**src/logic/sp_pkg.sv**
```systemverilog
package sp_pkg;

   // 32-bit Wishbone classic request from the host and toward each slave.
   typedef struct packed {
      logic        cyc;
      logic        stb;
      logic        we;
      logic [3:0]  sel;
      logic [31:0] adr;
      logic [31:0] dat;
   } wb_req_t;

   typedef struct packed {
      logic        ack;
      logic [31:0] dat;
   } wb_rsp_t;

   // external 8-bit Wishbone bus behind the byte bridge.
   typedef struct packed {
      logic        cyc;
      logic        stb;
      logic        we;
      logic        sel;
      logic [23:0] adr;
      logic [7:0]  dat;
   } byte_req_t;

   typedef struct packed {
      logic       ack;
      logic [7:0] dat;
   } byte_rsp_t;

   typedef enum logic [1:0] {
      tgt_mem    = 2'd0,
      tgt_bridge = 2'd1,
      tgt_mmio   = 2'd2,
      tgt_none   = 2'd3
   } sp_target_e;

   // top address byte of each mapped page.
   parameter logic [7:0] bridge_page = 8'h80;
   parameter logic [7:0] mmio_page   = 8'hff;

   // word offsets inside the register page.
   parameter logic [7:0] led_ofs     = 8'd0;
   parameter logic [7:0] scratch_ofs = 8'd4;
   parameter logic [7:0] status_ofs  = 8'd8;

endpackage

```
**src/logic/sp_mmio_regs.sv**
```systemverilog
module sp_mmio_regs import sp_pkg::*; (
   input  logic       clk,
   input  logic       rst_n_i,
   input  wb_req_t    req_i,
   output wb_rsp_t    rsp_o,
   output logic [7:0] led_o,
   input  logic [7:0] sw_i
);

   logic        ack_q;
   logic        access;
   logic        wr_en;
   logic [7:0]  ofs;
   logic [7:0]  ofs_q;
   logic [7:0]  led_q;
   logic [31:0] scratch_q;

   assign access = req_i.cyc && req_i.stb && !ack_q;
   assign wr_en  = access && req_i.we;
   assign ofs    = req_i.adr[7:0];

   always_ff @(posedge clk) begin
      if (!rst_n_i) begin
         ack_q <= 1'b0;
      end else begin
         ack_q <= access;
      end
   end

   always_ff @(posedge clk) begin
      if (access) begin
         ofs_q <= ofs;
      end
   end

   // the led register sits in byte lane 3, the low byte of the word.
   always_ff @(posedge clk) begin
      if (!rst_n_i) begin
         led_q <= '0;
      end else if (wr_en && ofs == led_ofs && req_i.sel[0]) begin
         led_q <= req_i.dat[7:0];
      end
   end

   always_ff @(posedge clk) begin
      if (wr_en && ofs == scratch_ofs) begin
         for (int i = 0; i < 4; i++) begin
            if (req_i.sel[i]) begin
               scratch_q[8*i +: 8] <= req_i.dat[8*i +: 8];
            end
         end
      end
   end

   // status reflects the switches as they are in the ack cycle.
   always_comb begin
      case (ofs_q)
         led_ofs:     rsp_o.dat = {24'h0, led_q};
         scratch_ofs: rsp_o.dat = scratch_q;
         status_ofs:  rsp_o.dat = {24'h0, sw_i};
         default:     rsp_o.dat = '0;
      endcase
   end

   assign rsp_o.ack = ack_q;
   assign led_o     = led_q;

   a_ack_pulse: assert property (
      @(posedge clk) disable iff (!rst_n_i) ack_q |=> !ack_q
   );

endmodule

```
**config.mk**
```make
export PLATFORM = sky130hd
export DESIGN_NAME = sp_mmio_regs
export DESIGN_NICKNAME = d
export VERILOG_FILES = /design/src/logic/sp_pkg.sv /design/src/logic/sp_mmio_regs.sv
export SDC_FILE = /design/constraint.sdc
export NUM_CORES = 1
export LEC_CHECK = 0
export ABC_CLOCK_PERIOD_IN_PS = 2000
export BUFFER_PORTS_ARGS = -buffer_cell sky130_fd_sc_hd__buf_2
export CORE_MARGIN = 3
export CORE_UTILIZATION = 39
export CTS_CLUSTER_SIZE = 20
export DETAILED_ROUTE_END_ITERATION = 8
export PLACE_DENSITY = 0.77
export RECOVER_POWER = 50
export SYNTH_ARGS = -nofsm -noshare
export SYNTH_HDL_FRONTEND = slang
export SYNTH_SLANG_ARGS = --single-unit
```
**constraint.sdc**
```tcl
create_clock -name clk -period 2 [get_ports clk]
set_clock_uncertainty 0.15 [all_clocks]
set_input_delay 0.4 -clock clk [delete_from_list [all_inputs] [get_ports clk]]
set_output_delay 0.4 -clock clk [all_outputs]
set_load 0.05 [all_outputs]
```
==> results.cfg <==
[logic_synthesis]
muxShareOfSynthArea = 0.0785
avgSynthCellArea_sq_um = 13.3
yosys_warnings = 0
synth-compound-area-share = 0.0196
ys_types = 21
synthSimpleGateAreaFrac = 0.208
synthTopCellsByArea = edfxtp_1 (59%), and2_1 (8.9%), dfxtp_1 (8.8%)
ys_seq_area_frac = 0.677
syn-cell-area_sq_um = 2040
netlist.area_leader.share = 0.589
ys_ff_latch = 49
syn_inst = 154
synth_xor_area_frac = 0
synth_fa_ha_area_frac = 0
yosysTopAreaCell = edfxtp_1
synth-edff-count = 40
synth.net_count = 235
synth_top_family_by_area = simple AND/OR/NAND/NOR gates
async_reset_ff_frac = 0
ys.flop_type = edfxtp_1

[sta]
tightest_slew_ns = 0.314
hold_slack_ns = 0.132
grt_setup_unrepaired = true
fmax_mhz = 414
fin_crit_sh = 1.21
fin_ws_ns = -0.418
slew_headroom = 0.790
finalSetupViolCount = 32
fin_crit_ns = 2.42
slew_violations = 0
hold_viol = 0

[floorplanning]
pin_count = 122
num_rows = 25
design.core.area_sq_um = 4880
dieArea_sq_um = 6140
die_w_um = 78.3
start_util = 0.418
die-height_um = 78.3

[global_routing]
grt.overflow.total = 0
grt_use_total = 0.158
grt_pass1_wl_um = 7560
grt_pass1_vias = 1595
grt_max_degree = 25
antenna_found_initial = 0

[routing]
wirelength_um = 5150
firstDrtPassIters = 4
wl_per_cell_um = 15.1
num_vias = 1613
drtAntennaViolNets = 0
viasPerCell = 4.72
drc = 0
dr.first_iter.drc_count = 36

[critical_path]
critPathLaunchType = flip-flop
end_kind = output pin
cp_top_family = simple AND/OR/NAND/NOR gates
critPathMaxFanout = 12
critPathArrivalTime_ns = 1.87
cp_num_buf_inv = 2
rrSetupSlack_ns = 0.25
cpPeakStageDelay_ns = 0.42
crit_type = flip-flop to output pin
reg2reg_depth = 5
rr_endpoint = scratch_q[15]
startpoint = ofs_q[7]
r2r-start = ack_q
worstSetupPathDepth = 5
cp_cell_sequence = nor4_4 -> and4b_2 -> clkbuf_16 -> and2_2 -> buf_6
endpoint = rsp_o[27]
critPathRequiredTime_ns = 1.45
slowest_stage = edfxtp_1

[power_and_ir_drop]
cellPowerDensity_nw_per_um2 = 565
ir_drop_v = 0.000340
internal_power_uw = 1550
p_sw_uw = 362
combPwrFrac = 0.068
power_frac_seq = 0.583
switching_share = 0.190
leakage_uw = 0.00138
power.clock.fraction = 0.348
finalPower_uw = 1910

[place]
post-place-cells = 333
pre_cts_ws_ns = -0.259
io_buffers = 97
place.gp.congestion = 0.804
dpl.hpwl_um = 3380

[layout]
final_cell_mix = buf_2 (61), edfxtp_1 (40), nand2_1 (24)
final_cells = 342
n_antenna_cell = 0
fin_nets = 355
post-route-util = 0.692
mostFrequentLayoutCell = buf_2
syn_to_final_growth_pct = 65.5
layout-drive-gt1-share = 0.604

[outcome]
outcome = finished, violations left
failed_checks = setup timing

[clocking]
root_buffer = clkbuf_8
htreeDepth = 2
cts_tree = built
cts.sinks = 49
cts_made_buffers = 5
cts_buffer_depth = 2
path_clk_slew_ns = 0.08
worst_skew_pair.late_latency_ns = 0.29

[hold_path]
worstHoldPathType = input pin to flip-flop

[job]
drv_cap = 0
## cell usage after synthesis, types with 2 or more instances
master	instances
edfxtp_1	40
a21oi_1	8
nor4_1	2
clkbuf_1	5
or2_2	8
and2_1	29
nand2_1	25
dfxtp_1	9
mux2i_1	16
## sequential cells by signal, summed over array words and instances (netlist names)
signal / count
ofs_q: 8
scratch_q: 32
ack_q: 1
led_o: 8
## worst reg2reg max path, stage by stage (launching register included)
cell and delay (ns):
dfxtp_1 0.31, nand3b_1 0.17, nor4_2 0.36, buf_4 0.18
and2_1 0.17, buf_12 0.13
## repair_timing
item / in CTS / in global routing
buffers inserted: 0 / 1
pin swaps: 2 / 3
setup endpoints to repair: 32 / 64
hold buffers: 0 / 0
resized for setup: 81 / 17
gates cloned: 0 / 1
## area by class of cell
class	count	area (sq um)
flip-flops and latches	49	1380
clock buffers	6	72.6
repair buffers	120	1010
clock inverters	2	35.0
inverters	1	3.75
well taps	67	83.8
fillers	345	1500
multi-input cells	97	795
## stage by stage
stage	TNS (ns)	area (sq um)
floorplan	-0.407	2130
global placement	-11.32	2920
detailed placement	-11.57	2920
CTS	-10.18	3310
global route	-13.57	3380
finish	-10.94	3380
## power groups by stage
stage / sequential [uW] / clock, uW / combinational, uW
finish: 1110 / 665 / 130
global route: 1110 / 728 / 144
CTS: 1110 / 677 / 131
detailed placement: 1140 / 0 / 127
global placement: 1130 / 0 / 122
floorplan: 1140 / 0 / 45.1
## metal layers
metal	vias up	global-route usage	routed length (um)
met5	-	0	0
met4	0	0.0472	41
met3	5	0.0401	443
met2	86	0.268	2460
met1	746	0.198	2210
li1	776	-	-
## worst min path at each step
stage / from / to / slack (ns) / cells after the start
after detailed placement: led_o[1] / led_o[1] / 0.32 / 2
after CTS: req_i[28] / scratch_q[28] / 0.12 / 1
after global routing: req_i[28] / scratch_q[28] / 0.11 / 1
after floorplan: req_i[32] / ofs_q[0] / 0.35 / 0
final: req_i[28] / scratch_q[28] / 0.13 / 1
after global placement: led_o[4] / led_o[4] / 0.31 / 2
## logic make-up after synthesis
logic type / count (synthesis)
simple gates: 73
compound gates: 8
flops: 49
mux: 16
buf+inv: 8
Power figures use the tool's default switching activity.
