$ cat config.mk
export PLATFORM = sky130hd
export DESIGN_NAME = sp_bus_fabric
export DESIGN_NICKNAME = d
export VERILOG_FILES = /design/src/logic/sp_pkg.sv /design/src/logic/sp_bus_fabric.sv
export SDC_FILE = /design/constraint.sdc
export NUM_CORES = 1
export LEC_CHECK = 0
export ABC_AREA = 0
export BUFFER_PORTS_ARGS = -buffer_cell sky130_fd_sc_hd__buf_2
export CAP_MARGIN = 20
export CORE_AREA = 2 2 164 166
export CTS_CLUSTER_SIZE = 25
export DETAILED_ROUTE_END_ITERATION = 10
export DIE_AREA = 0 0 166 168
export GPL_TIMING_DRIVEN = 1
export PLACE_DENSITY_LB_ADDON = 0.2
export REMOVE_ABC_BUFFERS = 1
export SLEW_MARGIN = 40
export SYNTH_ARGS = -nofsm -noshare
export SYNTH_HDL_FRONTEND = slang
export SYNTH_SLANG_ARGS = --single-unit
$ cat constraint.sdc
create_clock -name clk -period 2.92 [get_ports clk]
set_input_delay 0.146 -clock clk [delete_from_list [all_inputs] [get_ports clk]]
set_output_delay 0.146 -clock clk [all_outputs]
set_load 0.01 [all_outputs]
$ cat src/logic/sp_pkg.sv
package sp_pkg;

   // 32-bit Wishbone classic request from the host and toward each slave.
   typedef struct packed {
      logic        cyc;
      logic        stb;
      logic        we;
      logic [3:0]  sel;
      logic [31:0] adr;
      logic [31:0] dat;
   } wb_req_t;

   typedef struct packed {
      logic        ack;
      logic [31:0] dat;
   } wb_rsp_t;

   // external 8-bit Wishbone bus behind the byte bridge.
   typedef struct packed {
      logic        cyc;
      logic        stb;
      logic        we;
      logic        sel;
      logic [23:0] adr;
      logic [7:0]  dat;
   } byte_req_t;

   typedef struct packed {
      logic       ack;
      logic [7:0] dat;
   } byte_rsp_t;

   typedef enum logic [1:0] {
      tgt_mem    = 2'd0,
      tgt_bridge = 2'd1,
      tgt_mmio   = 2'd2,
      tgt_none   = 2'd3
   } sp_target_e;

   // top address byte of each mapped page.
   parameter logic [7:0] bridge_page = 8'h80;
   parameter logic [7:0] mmio_page   = 8'hff;

   // word offsets inside the register page.
   parameter logic [7:0] led_ofs     = 8'd0;
   parameter logic [7:0] scratch_ofs = 8'd4;
   parameter logic [7:0] status_ofs  = 8'd8;

endpackage

$ cat src/logic/sp_bus_fabric.sv
module sp_bus_fabric import sp_pkg::*; (
   input  logic    clk,
   input  logic    rst_n_i,
   input  wb_req_t host_req_i,
   output wb_rsp_t host_rsp_o,
   output wb_req_t mem_req_o,
   output wb_req_t mmio_req_o,
   output wb_req_t bridge_req_o,
   input  wb_rsp_t mem_rsp_i,
   input  wb_rsp_t mmio_rsp_i,
   input  wb_rsp_t bridge_rsp_i
);

   sp_target_e tgt;
   logic       dflt_ack_q;

   // the top address bit alone selects local memory.
   always_comb begin
      if (!host_req_i.adr[31]) begin
         tgt = tgt_mem;
      end else if (host_req_i.adr[31:24] == bridge_page) begin
         tgt = tgt_bridge;
      end else if (host_req_i.adr[31:24] == mmio_page) begin
         tgt = tgt_mmio;
      end else begin
         tgt = tgt_none;
      end
   end

   always_comb begin
      mem_req_o        = host_req_i;
      mmio_req_o       = host_req_i;
      bridge_req_o     = host_req_i;
      mem_req_o.stb    = host_req_i.stb && (tgt == tgt_mem);
      mmio_req_o.stb   = host_req_i.stb && (tgt == tgt_mmio);
      bridge_req_o.stb = host_req_i.stb && (tgt == tgt_bridge);
   end

   // unmapped accesses get a zero-data ack one cycle after the strobe.
   always_ff @(posedge clk) begin
      if (!rst_n_i || dflt_ack_q) begin
         dflt_ack_q <= 1'b0;
      end else begin
         dflt_ack_q <= host_req_i.cyc && host_req_i.stb && (tgt == tgt_none);
      end
   end

   always_comb begin
      case (tgt)
         tgt_mem:    host_rsp_o = mem_rsp_i;
         tgt_bridge: host_rsp_o = bridge_rsp_i;
         tgt_mmio:   host_rsp_o = mmio_rsp_i;
         default: begin
            host_rsp_o.ack = dflt_ack_q;
            host_rsp_o.dat = '0;
         end
      endcase
   end

   // only one responder may answer, or the host would take a foreign ack.
   a_single_ack: assert property (
      @(posedge clk) disable iff (!rst_n_i)
      $onehot0({mem_rsp_i.ack, mmio_rsp_i.ack, bridge_rsp_i.ack, dflt_ack_q})
   );

endmodule

==> flow_results.xml <==
<?xml version="1.0" encoding="UTF-8"?>
<metrics>
  <group name="outcome">
    <metric name="run_status" unit="">finished clean</metric>
  </group>
  <group name="global_routing">
    <metric name="grt_first_pass_wirelength" unit="µm">30600</metric>
    <metric name="largest_net_degree_at_the_start_of_global_routing" unit="">35</metric>
    <metric name="globalRouteTotalUtil" unit="%">17.3</metric>
    <metric name="antenna_found_initial" unit="">9</metric>
    <metric name="via_count_of_the_first_global_routing_pass" unit="">2124</metric>
    <metric name="globalRoute.totalOverflow" unit="">0</metric>
  </group>
  <group name="clocking">
    <metric name="postCtsSetupRepairBufs" unit="">0</metric>
    <metric name="clock_insertion_delay_worst_skew" unit="ps">0</metric>
    <metric name="cts_repair_resize_count" unit="">0</metric>
    <metric name="cts_hold_buffers" unit="">0</metric>
  </group>
  <group name="setup_path">
    <metric name="worst-setup-path-type" unit="">primary input to output port</metric>
    <metric name="critical_path.n_buffers_inverters" unit="">3</metric>
    <metric name="cp.required" unit="ps">2770</metric>
    <metric name="arrival" unit="ps">2140</metric>
    <metric name="timing.critical_path.depth" unit="">7</metric>
    <metric name="cp_max_fo" unit="">17</metric>
    <metric name="cpLargestDelayFamily" unit="">simple AND/OR/NAND/NOR gates</metric>
    <metric name="worst-r2r-cell-count" unit="">2</metric>
    <metric name="cpMaxStageDelayCell" unit="">sky130_fd_sc_hd__or4_4</metric>
    <metric name="cpPeakStageDelay" unit="ps">580</metric>
    <metric name="timing.critical_path.cells" unit="">buf_2 &gt; or4_4 &gt; o21ai_0 &gt; nor2_4 &gt; buf_16 &gt; nor2_1 &gt; buf_2</metric>
    <metric name="timing.critical_path.mode_cell" unit="">sky130_fd_sc_hd__buf_2</metric>
    <metric name="worst_setup_path_start_kind" unit="">primary input</metric>
    <metric name="critical_path.endpoint_type" unit="">output port</metric>
  </group>
  <group name="power">
    <metric name="ir_drop" unit="µV">26.2</metric>
    <metric name="p_int" unit="mW">0.141</metric>
    <metric name="power.net_switching" unit="mW">0.148</metric>
    <metric name="power.clock.fraction" unit="%">0</metric>
    <metric name="switching_share" unit="%">51.3</metric>
    <metric name="power.density_cell_area" unit="mW/mm²">146</metric>
    <metric name="power.static_leakage" unit="nW">0.920</metric>
    <metric name="part_of_the_power_in_combinational_logic" unit="%">95.0</metric>
    <metric name="share_seq_of_total_power" unit="%">5.0</metric>
  </group>
  <group name="sta">
    <metric name="maxSlewViolCount" unit="">0</metric>
    <metric name="max-slew-margin-rel" unit="%">63.1</metric>
    <metric name="timing.clock.skew" unit="ps">0</metric>
    <metric name="setup-tns-final" unit="ps">0</metric>
    <metric name="fin_crit_sh" unit="%">78.4</metric>
    <metric name="max_clock_freq" unit="GHz">0.437</metric>
    <metric name="rsz0062_at_grt" unit="">no</metric>
    <metric name="report.final.hold_viol_count" unit="">0</metric>
    <metric name="worst-slew-pin-transition" unit="ps">548</metric>
    <metric name="setup_viol" unit="">0</metric>
    <metric name="min_period" unit="ps">2290</metric>
  </group>
  <group name="synth">
    <metric name="mappedNetlistArea" unit="mm²">0.00228</metric>
    <metric name="synth_most_common_cell" unit="">sky130_fd_sc_hd__buf_4</metric>
    <metric name="synth.top_cells.by_count" unit="">sky130_fd_sc_hd__buf_4 (210), sky130_fd_sc_hd__nor2_1 (34), sky130_fd_sc_hd__a222oi_1 (32)</metric>
    <metric name="postSynthRegisterBits" unit="">1</metric>
    <metric name="synthFlopType" unit="">sky130_fd_sc_hd__dfxtp_1</metric>
    <metric name="syn-instance-count" unit="">308</metric>
    <metric name="avgSynthCellArea" unit="µm²">7.41</metric>
    <metric name="synth.top_cell.area_share" unit="%">69.1</metric>
    <metric name="yosys-top-cells-area" unit="">sky130_fd_sc_hd__buf_4 (69%), sky130_fd_sc_hd__a222oi_1 (14%), sky130_fd_sc_hd__nor2_1 (5.6%), sky130_fd_sc_hd__clkbuf_8 (1.8%), sky130_fd_sc_hd__buf_6 (1.5%)</metric>
    <metric name="synth_edf_count" unit="">0</metric>
    <metric name="yosys.cell_types.count" unit="">23</metric>
    <metric name="yosys_warnings" unit="">0</metric>
    <metric name="synth_top_area_cell" unit="">sky130_fd_sc_hd__buf_4</metric>
    <metric name="synth_seq_area_share" unit="%">0.877</metric>
    <metric name="synthArstFlopShare" unit="%">0</metric>
  </group>
  <group name="floorplanning">
    <metric name="area_of_the_core" unit="mm²">0.0264</metric>
    <metric name="dieHeight" unit="µm">168</metric>
    <metric name="rows" unit="">60</metric>
    <metric name="io_pins" unit="">418</metric>
    <metric name="start_util" unit="%">8.66</metric>
    <metric name="floorplan_die_area" unit="mm²">0.0279</metric>
    <metric name="dieWidth" unit="µm">166</metric>
  </group>
  <group name="detailed_routing">
    <metric name="vias" unit="">2169</metric>
    <metric name="dr.first_iter.drc_count" unit="">213</metric>
    <metric name="ant_nets_after_route" unit="">0</metric>
    <metric name="post-route-drc-count" unit="">0</metric>
    <metric name="detail_route.vias_per_cell" unit="">3.56</metric>
    <metric name="detail_route.first_pass.iterations" unit="">8</metric>
    <metric name="wirelength" unit="µm">25500</metric>
    <metric name="routed_wire_length_per_instance" unit="µm">41.9</metric>
  </group>
  <group name="placed_design">
    <metric name="routabilityCongestion" unit="">0.774</metric>
    <metric name="detailed_place_hpwl" unit="µm">23200</metric>
    <metric name="place_area" unit="mm²">0.00197</metric>
    <metric name="port-buffer-count" unit="">173</metric>
  </group>
  <group name="cells_and_area">
    <metric name="core_util_final" unit="%">7.50</metric>
    <metric name="largest_register_ffs" unit="">1</metric>
    <metric name="biggestRegsByFlops" unit="">dflt_ack_q: 1 flops</metric>
    <metric name="num-fill-cells" unit="">3129</metric>
    <metric name="final_layout_size_suffix_gt1_share" unit="%">69.4</metric>
    <metric name="finalNetCount" unit="">439</metric>
    <metric name="synthToLayoutAreaGrowth" unit="%">-13.4</metric>
    <metric name="largest_register" unit="">dflt_ack_q</metric>
    <metric name="finish.instance_area" unit="mm²">0.00198</metric>
  </group>
  <group name="flow_run">
    <metric name="drv_cap" unit="">0</metric>
  </group>
  <group name="worst_hold_path">
    <metric name="holdCritPathClass" unit="">primary input to output port</metric>
    <metric name="hold_path_depth" unit="">0</metric>
  </group>
</metrics>
==> routing by layer <==
layer	wire [µm]	part of all wire (%)	up-vias	track usage (%)
li1	-	-	769	-
met1	5410	21	917	10.6
met2	11600	46	438	28.2
met3	7590	30	31	24.3
met4	688	2.7	14	3.67
met5	174	0.68	-	4.00
==> worst register-to-register path: stages, from the launching register on <==
cell                       delay (ps)
sky130_fd_sc_hd__dfxtp_1          280
sky130_fd_sc_hd__nand4b_1         160
sky130_fd_sc_hd__nor3_1           140
==> cell families after synthesis <==
logic type / after synthesis / synth area share [%]
compound gates: 36 / 15.4
simple gates: 47 / 9.65
buf+inv: 223 / 73.7
mux: 1 / 0.439
flops: 1 / 0.877
==> placed cells by master (no fill, tap or decap), types with 2 or more instances in the layout <==
cell type                  netlist  layout
sky130_fd_sc_hd__o21ai_0         2       2
sky130_fd_sc_hd__nor3_1          3       3
sky130_fd_sc_hd__and2_1          2       2
sky130_fd_sc_hd__nor2_1         34      33
sky130_fd_sc_hd__a222oi_1       32      32
sky130_fd_sc_hd__buf_2           3     173
sky130_fd_sc_hd__diode_2         0       3
sky130_fd_sc_hd__buf_4         210       5
==> area by class of cell <==
| class | count | area [µm²] | share of cell area (%) |
|---|---|---|---|
| Antenna cell | 3 | 7.51 | 0.380 |
| Inverter | 1 | 3.75 | 0.190 |
| Multi-Input combinational cell | 84 | 588 | 29.7 |
| Sequential cell | 1 | 20.0 | 1.01 |
| Tap cell | 341 | 427 | 21.6 |
| Timing Repair Buffer | 179 | 931 | 47.1 |
==> power by group through the flow <==
stage / logic [mW] / clock network, mW / registers (mW)
6_report: 0.274 / 0.000000138 / 0.0145
5_1_grt: 0.297 / 0 / 0.0145
4_1_cts: 0.280 / 0 / 0.0145
3_5_place_dp: 0.278 / 0 / 0.0145
3_3_place_gp: 0.275 / 0 / 0.0145
2_1_floorplan: 0.0823 / 0 / 0.0144
==> final timing paths <==
| check | slack (ps) | end | start |
|---|---|---|---|
| max | 630 | host_rsp_o[29] | host_req_i[61] |
| min | 290 | bridge_req_o[11] | host_req_i[11] |
| max reg2reg | 2250 | dflt_ack_q | dflt_ack_q |
| min reg2reg | 500 | dflt_ack_q | dflt_ack_q |
==> through the flow <==
| stage | instances | worst slack [ps] | power (mW) | hold WS [ps] |
|---|---|---|---|---|
| floorplan | 86 | 924 | 0.0967 | 292 |
| global placement | 605 | 676 | 0.289 | 292 |
| global route | 606 | 557 | 0.312 | 292 |
| finish | 609 | 631 | 0.289 | 292 |
| CTS | 606 | 622 | 0.294 | 292 |
| detailed placement | 606 | 629 | 0.292 | 292 |
Power figures use the tool's default switching activity.
