===== src/logic/sp_pkg.sv =====
package sp_pkg;

   // 32-bit Wishbone classic request from the host and toward each slave.
   typedef struct packed {
      logic        cyc;
      logic        stb;
      logic        we;
      logic [3:0]  sel;
      logic [31:0] adr;
      logic [31:0] dat;
   } wb_req_t;

   typedef struct packed {
      logic        ack;
      logic [31:0] dat;
   } wb_rsp_t;

   // external 8-bit Wishbone bus behind the byte bridge.
   typedef struct packed {
      logic        cyc;
      logic        stb;
      logic        we;
      logic        sel;
      logic [23:0] adr;
      logic [7:0]  dat;
   } byte_req_t;

   typedef struct packed {
      logic       ack;
      logic [7:0] dat;
   } byte_rsp_t;

   typedef enum logic [1:0] {
      tgt_mem    = 2'd0,
      tgt_bridge = 2'd1,
      tgt_mmio   = 2'd2,
      tgt_none   = 2'd3
   } sp_target_e;

   // top address byte of each mapped page.
   parameter logic [7:0] bridge_page = 8'h80;
   parameter logic [7:0] mmio_page   = 8'hff;

   // word offsets inside the register page.
   parameter logic [7:0] led_ofs     = 8'd0;
   parameter logic [7:0] scratch_ofs = 8'd4;
   parameter logic [7:0] status_ofs  = 8'd8;

endpackage


===== src/logic/sp_byte_bridge.sv =====
module sp_byte_bridge import sp_pkg::*; (
   input  logic      clk,
   input  logic      rst_n_i,
   input  wb_req_t   req_i,
   output wb_rsp_t   rsp_o,
   output byte_req_t ext_req_o,
   input  byte_rsp_t ext_rsp_i
);

   logic [1:0]  lane_q;
   logic [31:0] shift_q;
   logic        ack_q;
   logic        active;
   logic        ext_run;
   logic        byte_done;

   assign active = req_i.cyc && req_i.stb;

   // the external cycle ends with the host ack or when the host gives up.
   assign ext_run   = active && !ack_q;
   assign byte_done = ext_run && ext_rsp_i.ack;

   // inverting the lane gives the big-endian byte position in the word.
   always_comb begin
      ext_req_o.cyc = ext_run;
      ext_req_o.stb = ext_run;
      ext_req_o.we  = req_i.we;
      ext_req_o.sel = req_i.sel[~lane_q];
      ext_req_o.adr = {req_i.adr[23:2], lane_q};
      ext_req_o.dat = req_i.dat[{~lane_q, 3'b000} +: 8];
   end

   always_ff @(posedge clk) begin
      if (!rst_n_i || ack_q || !active) begin
         lane_q <= 2'd0;
         ack_q  <= 1'b0;
      end else if (byte_done) begin
         lane_q <= lane_q + 2'd1;
         if (lane_q == 2'd3) begin
            ack_q <= 1'b1;
         end
      end
   end

   // lane 0 arrives first and ends up in the top byte.
   always_ff @(posedge clk) begin
      if (byte_done) begin
         shift_q <= {shift_q[23:0], ext_rsp_i.dat};
      end
   end

   assign rsp_o.ack = ack_q;
   assign rsp_o.dat = shift_q;

   a_stb_in_cyc: assert property (
      @(posedge clk) disable iff (!rst_n_i) ext_req_o.stb |-> ext_req_o.cyc
   );

endmodule


===== config.mk =====
export PLATFORM = sky130hd
export DESIGN_NAME = sp_byte_bridge
export DESIGN_NICKNAME = d
export VERILOG_FILES = /design/src/logic/sp_pkg.sv /design/src/logic/sp_byte_bridge.sv
export SDC_FILE = /design/constraint.sdc
export NUM_CORES = 1
export LEC_CHECK = 0
export BUFFER_PORTS_ARGS = -buffer_cell sky130_fd_sc_hd__clkbuf_2
export CAP_MARGIN = 20
export CORE_UTILIZATION = 38
export DETAILED_ROUTE_END_ITERATION = 10
export GPL_ROUTABILITY_DRIVEN = 0
export PLACE_DENSITY = 0.85
export REMOVE_ABC_BUFFERS = 1
export SLEW_MARGIN = 30
export SYNTH_ARGS = -nofsm -noshare
export SYNTH_HDL_FRONTEND = slang
export SYNTH_SLANG_ARGS = --single-unit

===== constraint.sdc =====
create_clock -name clk -period 8.4 [get_ports clk]
set_input_delay 0.84 -clock clk [delete_from_list [all_inputs] [get_ports clk]]
set_output_delay 0.84 -clock clk [all_outputs]
set_load 0.01 [all_outputs]

==> results.yml, run 1 <==
run_status:
  status: "finished clean"
yosys:
  synth_area_leaders: "edfxtp_1 (64%), mux4_2 (13%), buf_4 (13%)"
  yosysTopAreaCell: "edfxtp_1"
  avgSynthCellArea_um2: 18.1
  synthCells: 83
  synth_cell_types: 13
  syn_area_um2: 1510
  ys_ff_latch: 35
  synth_seq_area_share_pct: 67.8
  yosys_warnings: 0
  synth_top_area_share_pct: 63.8
critical_path:
  critPathCaptureType: "primary output"
  startpoint: "lane_q[0]"
  critPathKind: "flop to primary output"
  rr_worst_depth: 3
  worst_path_max_delay_cell: "dfxtp_1"
  critPathRequiredTime_ns: 7.56
  reg2reg_from: "lane_q[0]"
  slowest_delay_ns: 0.76
  critPathLaunchType: "flop"
  crit_arrival_ns: 1.79
  cp_cell_sequence: "mux4_2 -> clkbuf_2"
  path_max_fanout: 12
  r2r-end: "lane_q[1]"
  r2r_slack_ns: 7.02
final_layout:
  syn2layout_area_growth_pct: 27.7
  fillers: 343
  final_cells: 206
  final_cell_mix: "clkbuf_2 (94), edfxtp_1 (32), mux4_2 (9), clkbuf_8 (5), nor2_1 (4)"
  n_antenna_cell: 0
  drive_above_1_share_pct: 70.9
  finalNetCount: 240
  final_common_cell: "clkbuf_2"
placed_design:
  place_ws_ns: 6.03
  dpl.cell_count: 198
  hpwl_um: 2550
  port_buffers: 94
floorplan:
  die_y_um: 64.9
  rows: 22
  core_area_um2: 3720
  die_area_um2: 4220
  io_pins: 151
  fp.dieW_um: 64.9
  start_util_pct: 40.5
clocking:
  ctsResizeCount: 0
  hold_buffers: 0
  cts_setup_buffers: 0
  cts_root_buf: "clkbuf_8"
  clock_sinks: 35
  clockBufferDepth: 2
  clk_pin_slew_ns: 0.06
  cts_tree: "yes"
  htreeDepth: 2
  cts_buffers: 5
  insertion_delay_ns: 0.28
timing:
  fin_crit_ns: 2.63
  tightestPinTransition_ns: 0.684
  rsz0062_at_grt: "no"
  tns_ns: 0
  fin_crit_sh_pct: 31.3
  relSlewSlack_pct: 54.4
  setup_ws_ns: 5.77
  clock.fmax_mhz: 381
  slew_violations: 0
  whs_ns: 0.448
  hold_viol: 0
  fin_skew_ns: 0.00442
  final-setup-viol-count: 0
power_and_ir_drop:
  seq_power_share_pct: 57.9
  internal_power_w: 0.000269
  power_w: 0.000338
  clock_power_share_pct: 33.2
  leakage_nw: 0.834
  ir_drop_uv: 119
  p_switching_w: 0.0000696
  power_frac_comb_pct: 8.9
  swShare_pct: 20.6
  p_per_area_nw_per_um2: 176
grt:
  grt_overflow_total: 0
  grt_max_degree: 33
  grt_pass1_wl_um: 4370
  antenna_found_initial: 0
  grt_usage_pct: 15.5
  grt_pass1_vias: 859
detailed_routing:
  wl_met1_um: 1340
  routed.top_layer: "met4"
  dr.pass1.iters: 4
  wl_um: 3220
  drt_iter0_markers: 28
  wl_per_cell_um: 15.6
  dr_wl_met3_um: 414
  met2WireLength_um: 1400
  vias: 967
  vias_per_cell: 4.69
  drt_drc_violations_left: 0
  ant_nets: 0
min_path:
  hold_end: "shift_q[18]"
  hold_path_depth: 0
  holdCritPathClass: "flop to flop"
  min_from: "shift_q[10]"
run:
  maxCapViolCount: 0
worst max-delay path: cells and delay by family, from the launching register on:
kind | cells | cell delay, ns
flip-flops | 1 | 0.76
multiplexers | 1 | 0.60
buffers and inverters | 1 | 0.15
worst max path at each step:
| stage | to | slack, ns | depth (start not counted) |
|---|---|---|---|
| CTS | ext_req_o[4] | 5.73 | 2 |
| global placement | ext_req_o[1] | 6.03 | 3 |
| floorplan | shift_q[0] | 4.64 | 2 |
| finish | ext_req_o[4] | 5.77 | 2 |
| global route | ext_req_o[4] | 5.63 | 2 |
| detailed placement | ext_req_o[1] | 6.03 | 3 |
synth_stat cells, drive strengths merged:
cell type / n
nand4b: 1
mux2i: 1
mux4: 9
buf: 28
edfxtp: 32
nor3b: 1
nand2: 2
dfxtp: 3
ha: 1
xnor2: 1
nor2: 4
per-stage QoR:
step	util [%]	instance area, um2
after floorplan	-	1290
after global placement	49.4	1840
after detailed placement	49.4	1840
after CTS	51.7	1920
after global routing	51.7	1920
final	51.7	1920
kinds of logic after synthesis:
family	Yosys count	synth area share (%)
DFF	35	67.8
muxes	10	14.1
adders and majority gates	1	0.831
and+or+nand+nor	8	2.58
buffers and inverters	28	14.0
xor gates and xnor gates	1	0.582
per-layer routing:
layer | vias up | global-route usage, %
met5 | - | 5.56
met4 | 0 | 7.78
met2 | 68 | 17.3
met3 | 7 | 12.9
met1 | 459 | 19.7
li1 | 433 | -
power groups by stage:
stage	Clock (W)	Sequential (W)	Combinational [W]
2_1_floorplan	0	0.000201	0.00000978
3_3_place_gp	0	0.000200	0.0000293
3_5_place_dp	0	0.000200	0.0000301
4_1_cts	0.000118	0.000196	0.0000304
5_1_grt	0.000128	0.000196	0.0000322
6_report	0.000112	0.000196	0.0000301
registers in the layout (all words and copies together) (netlist names):
name and cells:
shift_q 32, lane_q 2, ack_q 1
final cells by class:
class / count / area (um2) / area share, %
Tap cell: 48 / 60.1 / 3.13
Clock inverter: 2 / 12.5 / 0.651
Multi-Input combinational cell: 20 / 278 / 14.5
Sequential cell: 35 / 1020 / 53.1
Clock buffer: 6 / 72.6 / 3.78
Timing Repair Buffer: 95 / 478 / 24.9
(Power assumes the default switching activity.)
==> inputs of run 2 (changes only) <==
--- a/config.mk
+++ b/config.mk
@@ -7,10 +7,10 @@
 export LEC_CHECK = 0
 export BUFFER_PORTS_ARGS = -buffer_cell sky130_fd_sc_hd__clkbuf_2
 export CAP_MARGIN = 20
-export CORE_UTILIZATION = 38
+export CORE_UTILIZATION = 35
 export DETAILED_ROUTE_END_ITERATION = 10
 export GPL_ROUTABILITY_DRIVEN = 0
-export PLACE_DENSITY = 0.85
+export PLACE_DENSITY = 0.79
 export REMOVE_ABC_BUFFERS = 1
 export SLEW_MARGIN = 30
 export SYNTH_ARGS = -nofsm -noshare
==> constraint.sdc (replaced) <==
create_clock -name clk -period 2.75 [get_ports clk]
set_input_delay 0.275 -clock clk [delete_from_list [all_inputs] [get_ports clk]]
set_output_delay 0.275 -clock clk [all_outputs]
set_load 0.01 [all_outputs]
==> results.yml, run 2 (synthesis gave the netlist of run 1 again) <==
critical_path:
  path_max_fanout: 12
  critPathCaptureType: "primary output"
  critPathRequiredTime_ns: 2.48
  critPathKind: "flop to primary output"
  worst_path_max_delay_cell: "dfxtp_1"
  critPathLaunchType: "flop"
  crit_arrival_ns: 1.80
  slowest_delay_ns: 0.76
  cp_num_buf_inv: 1
  path_delay_family: "flip-flops"
  cp_cell_sequence: "mux4_2 -> clkbuf_2"
floorplan:
  start_util_pct: 37.1
  die_y_um: 67.6
  io_pins: 151
  core_area_um2: 4060
  rows: 23
  die_area_um2: 4570
  fp.dieW_um: 67.6
final_layout:
  register_area_um2: 1020
  final_cells: 207
  fillers: 372
  utilization_pct: 47.9
  drive_above_1_share_pct: 71.3
  syn2layout_area_growth_pct: 29.3
  multi_input_area_um2: 278
  finalNetCount: 240
  final_common_cell: "clkbuf_2"
  final_cell_mix: "clkbuf_2 (94), edfxtp_1 (32), mux4_2 (9), clkbuf_8 (5), nor2_1 (4)"
  largest_reg_flops: 32
  reg_top3: "shift_q x32, lane_q x2, ack_q x1"
  largest-register: "shift_q"
  n_antenna_cell: 0
timing:
  setup_ws_ns: 0.675
  tightestPinTransition_ns: 0.681
  tns_ns: 0
  final-setup-viol-count: 0
  fin_crit_sh_pct: 75.5
  hold_viol: 0
  clock.fmax_mhz: 482
  rsz0062_at_grt: "no"
  slew_violations: 0
  fin_skew_ns: 0.00478
  whs_ns: 0.162
  fin_crit_ns: 2.08
  relSlewSlack_pct: 54.5
power_and_ir_drop:
  clock_power_share_pct: 38.9
  seq_power_share_pct: 52.9
  internal_power_w: 0.000908
  power_frac_comb_pct: 8.2
  p_per_area_nw_per_um2: 581
  leakage_nw: 0.843
  swShare_pct: 19.7
  p_switching_w: 0.000223
  ir_drop_uv: 365
clocking:
  cts_root_buf: "clkbuf_8"
  hold_buffers: 0
  clk_pin_slew_ns: 0.07
  clockBufferDepth: 2
  cts_tree: "yes"
  ctsResizeCount: 0
  cts_buffers: 5
  htreeDepth: 2
  clock_sinks: 35
  insertion_delay_ns: 0.28
  cts_setup_buffers: 0
min_path:
  holdCritPathClass: "input pin to flop"
grt:
  grt_pass1_wl_um: 5800
  grt_pass1_vias: 977
  grt_usage_pct: 19.5
  grt_overflow_total: 0
  antenna_found_initial: 0
  grt_max_degree: 33
placed_design:
  dpl.cell_count: 200
  place_ws_ns: 0.937
  hpwl_um: 3610
  port_buffers: 94
run:
  maxCapViolCount: 0
detailed_routing:
  drt_iter0_markers: 85
  ant_nets: 0
  vias: 1061
  wl_per_cell_um: 20.7
  dr.pass1.iters: 4
  drt_drc_violations_left: 0
  wl_um: 4290
  vias_per_cell: 5.13
run_status:
  status: "finished clean"
## run 2: final timing paths
check,startpoint,to,slack (ns),depth (start not counted)
max,lane_q[0],ext_req_o[4],0.67,2
min,ext_rsp_i[7],shift_q[7],0.16,1
max reg2reg,lane_q[0],lane_q[1],1.36,3
min reg2reg,shift_q[9],shift_q[17],0.45,0
## run 2: cell type report
type / instances / area share (%)
tap: 50 / 3.22
sequential: 35 / 52.5
clock buffer: 5 / 3.54
multi-input combinational: 20 / 14.3
timing repair buffer: 95 / 24.6
clock inverter: 2 / 1.93
## run 2: power groups by stage
stage	registers (W)	clock network (W)	logic, W
detailed placement	0.000610	0	0.0000934
CTS	0.000598	0.000453	0.0000937
global placement	0.000609	0	0.0000912
global route	0.000599	0.000472	0.000101
finish	0.000598	0.000440	0.0000927
floorplan	0.000615	0	0.0000299
## run 2: per-stage QoR
| step | power [W] | area [um2] |
|---|---|---|
| 3_3_place_gp | 0.000700 | 1840 |
| 6_report | 0.00113 | 1950 |
| 2_1_floorplan | 0.000645 | 1290 |
| 4_1_cts | 0.00115 | 1950 |
| 3_5_place_dp | 0.000703 | 1840 |
| 5_1_grt | 0.00117 | 1950 |
## run 2: metal layers
layer	vias up	share of wire, %	global-route usage [%]	wire, um
li1	432	-	-	-
met1	493	28	16.6	1210
met2	129	43	27.8	1860
met3	7	27	23.0	1180
met4	0	1.1	6.91	49
met5	-	0	1.25	0
==> inputs of run 3 (changes only) <==
==> constraint.sdc (replaced) <==
create_clock -name clk -period 2 [get_ports clk]
set_input_delay 0.2 -clock clk [delete_from_list [all_inputs] [get_ports clk]]
set_output_delay 0.2 -clock clk [all_outputs]
set_load 0.01 [all_outputs]
==> results.yml, run 3 (synthesis gave the netlist of run 1 again) <==
timing:
  fin_skew_ns: 0.00468
  hold_viol: 0
  final-setup-viol-count: 0
  fin_crit_ns: 1.78
  relSlewSlack_pct: 65.6
  rsz0062_at_grt: "no"
  fin_crit_sh_pct: 88.8
  tightestPinTransition_ns: 0.515
  setup_ws_ns: 0.223
  whs_ns: 0.0873
  slew_violations: 0
  tns_ns: 0
  clock.fmax_mhz: 563
detailed_routing:
  ant_nets: 0
  vias_per_cell: 4.87
  vias: 1018
  drt_drc_violations_left: 0
  wl_per_cell_um: 20.2
  wl_um: 4220
  drt_iter0_markers: 72
  dr.pass1.iters: 4
critical_path:
  cp_cell_sequence: "buf_4 -> mux4_2 -> clkbuf_2"
  slowest_delay_ns: 0.53
  crit_cells: 3
  worst_path_max_delay_cell: "mux4_2"
  crit_arrival_ns: 1.58
  critPathCaptureType: "primary output"
  critPathLaunchType: "flop"
  reg2reg_from: "lane_q[1]"
  critPathRequiredTime_ns: 1.80
  cp_num_buf_inv: 2
  path_max_fanout: 10
  r2r-end: "lane_q[1]"
  path_delay_family: "multiplexers"
  r2r_slack_ns: 0.73
  rr_worst_depth: 3
  critPathKind: "flop to primary output"
power_and_ir_drop:
  p_per_area_nw_per_um2: 746
  leakage_nw: 0.840
  ir_drop_uv: 455
final_layout:
  largest-register: "shift_q"
  utilization_pct: 47.7
  final_common_cell: "clkbuf_2"
  drive_above_1_share_pct: 71.1
  final_cells: 209
  register_area_um2: 1020
  multi_input_area_um2: 278
  syn2layout_area_growth_pct: 28.6
  largest_reg_flops: 32
  fillers: 358
  final_cell_mix: "clkbuf_2 (94), edfxtp_1 (32), mux4_2 (9), clkbuf_8 (5), nor2_1 (4)"
  finalNetCount: 241
  n_antenna_cell: 0
  reg_top3: "shift_q x32, lane_q x2, ack_q x1"
clocking:
  ctsResizeCount: 0
  cts_root_buf: "clkbuf_8"
  cts_buffers: 5
  cts_tree: "yes"
  clockBufferDepth: 2
  clk_pin_slew_ns: 0.07
  htreeDepth: 2
  clock_sinks: 35
  insertion_delay_ns: 0.28
  cts_setup_buffers: 0
  hold_buffers: 0
floorplan:
  core_area_um2: 4060
  die_y_um: 67.6
  rows: 23
  start_util_pct: 37.1
  die_area_um2: 4570
  fp.dieW_um: 67.6
  io_pins: 151
grt:
  grt_usage_pct: 19.4
  grt_pass1_vias: 995
  grt_max_degree: 33
  grt_overflow_total: 0
  antenna_found_initial: 0
  grt_pass1_wl_um: 5750
placed_design:
  place_ws_ns: 0.516
  hpwl_um: 3570
  dpl.cell_count: 201
  port_buffers: 94
min_path:
  holdCritPathClass: "input pin to flop"
  hold_path_depth: 1
  min_from: "ext_rsp_i[0]"
  hold_end: "shift_q[0]"
run:
  maxCapViolCount: 0
run_status:
  status: "finished clean"
run 3: layout make-up:
type	count	area share [%]
Timing Repair Buffer	96	25.1
Multi-Input combinational cell	20	14.4
Sequential cell	35	52.7
Clock buffer	5	3.56
Clock inverter	3	1.03
Tap cell	50	3.23
run 3: worst reg2reg max path, cell delays in order, from the launching register on:
cell	delay (ns)
dfxtp_1	0.65
ha_1	0.33
mux2i_1	0.13
nor2_1	0.05
run 3: worst max path at each step:
stage / to / from / slack, ns
after CTS: ext_req_o[6] / lane_q[0] / 0.20
after detailed placement: ext_req_o[6] / lane_q[0] / 0.52
after global routing: ext_req_o[6] / lane_q[0] / 0.15
after floorplan: shift_q[0] / ack_q / -1.21
final: ext_req_o[6] / lane_q[0] / 0.22
after global placement: ext_req_o[3] / lane_q[0] / 0.53
run 3: power by group:
part	leakage, nW	internal [W]	total, W	switching, W
Sequential	0.318	0.000812	0.000819	0.00000682
Clock	0.0418	0.000242	0.000493	0.000250
Combinational	0.480	0.0000734	0.000132	0.0000585
Total	0.840	0.00113	0.00144	0.000316
run 3: per-stage QoR:
| step | area (um2) | power, W |
|---|---|---|
| after floorplan | 1290 | 0.000886 |
| after global placement | 1850 | 0.000964 |
| after detailed placement | 1850 | 0.000969 |
| after CTS | 1940 | 0.00147 |
| after global routing | 1940 | 0.00150 |
| final | 1940 | 0.00144 |
run 3: routing by layer:
layer  track usage, %  up-vias  share of wire (%)
li1                 -      435                  -
met1             16.8      467                 31
met2             28.1      105                 43
met3             21.5        9                 24
met4             5.59        2               0.71
met5             8.75        -                1.2
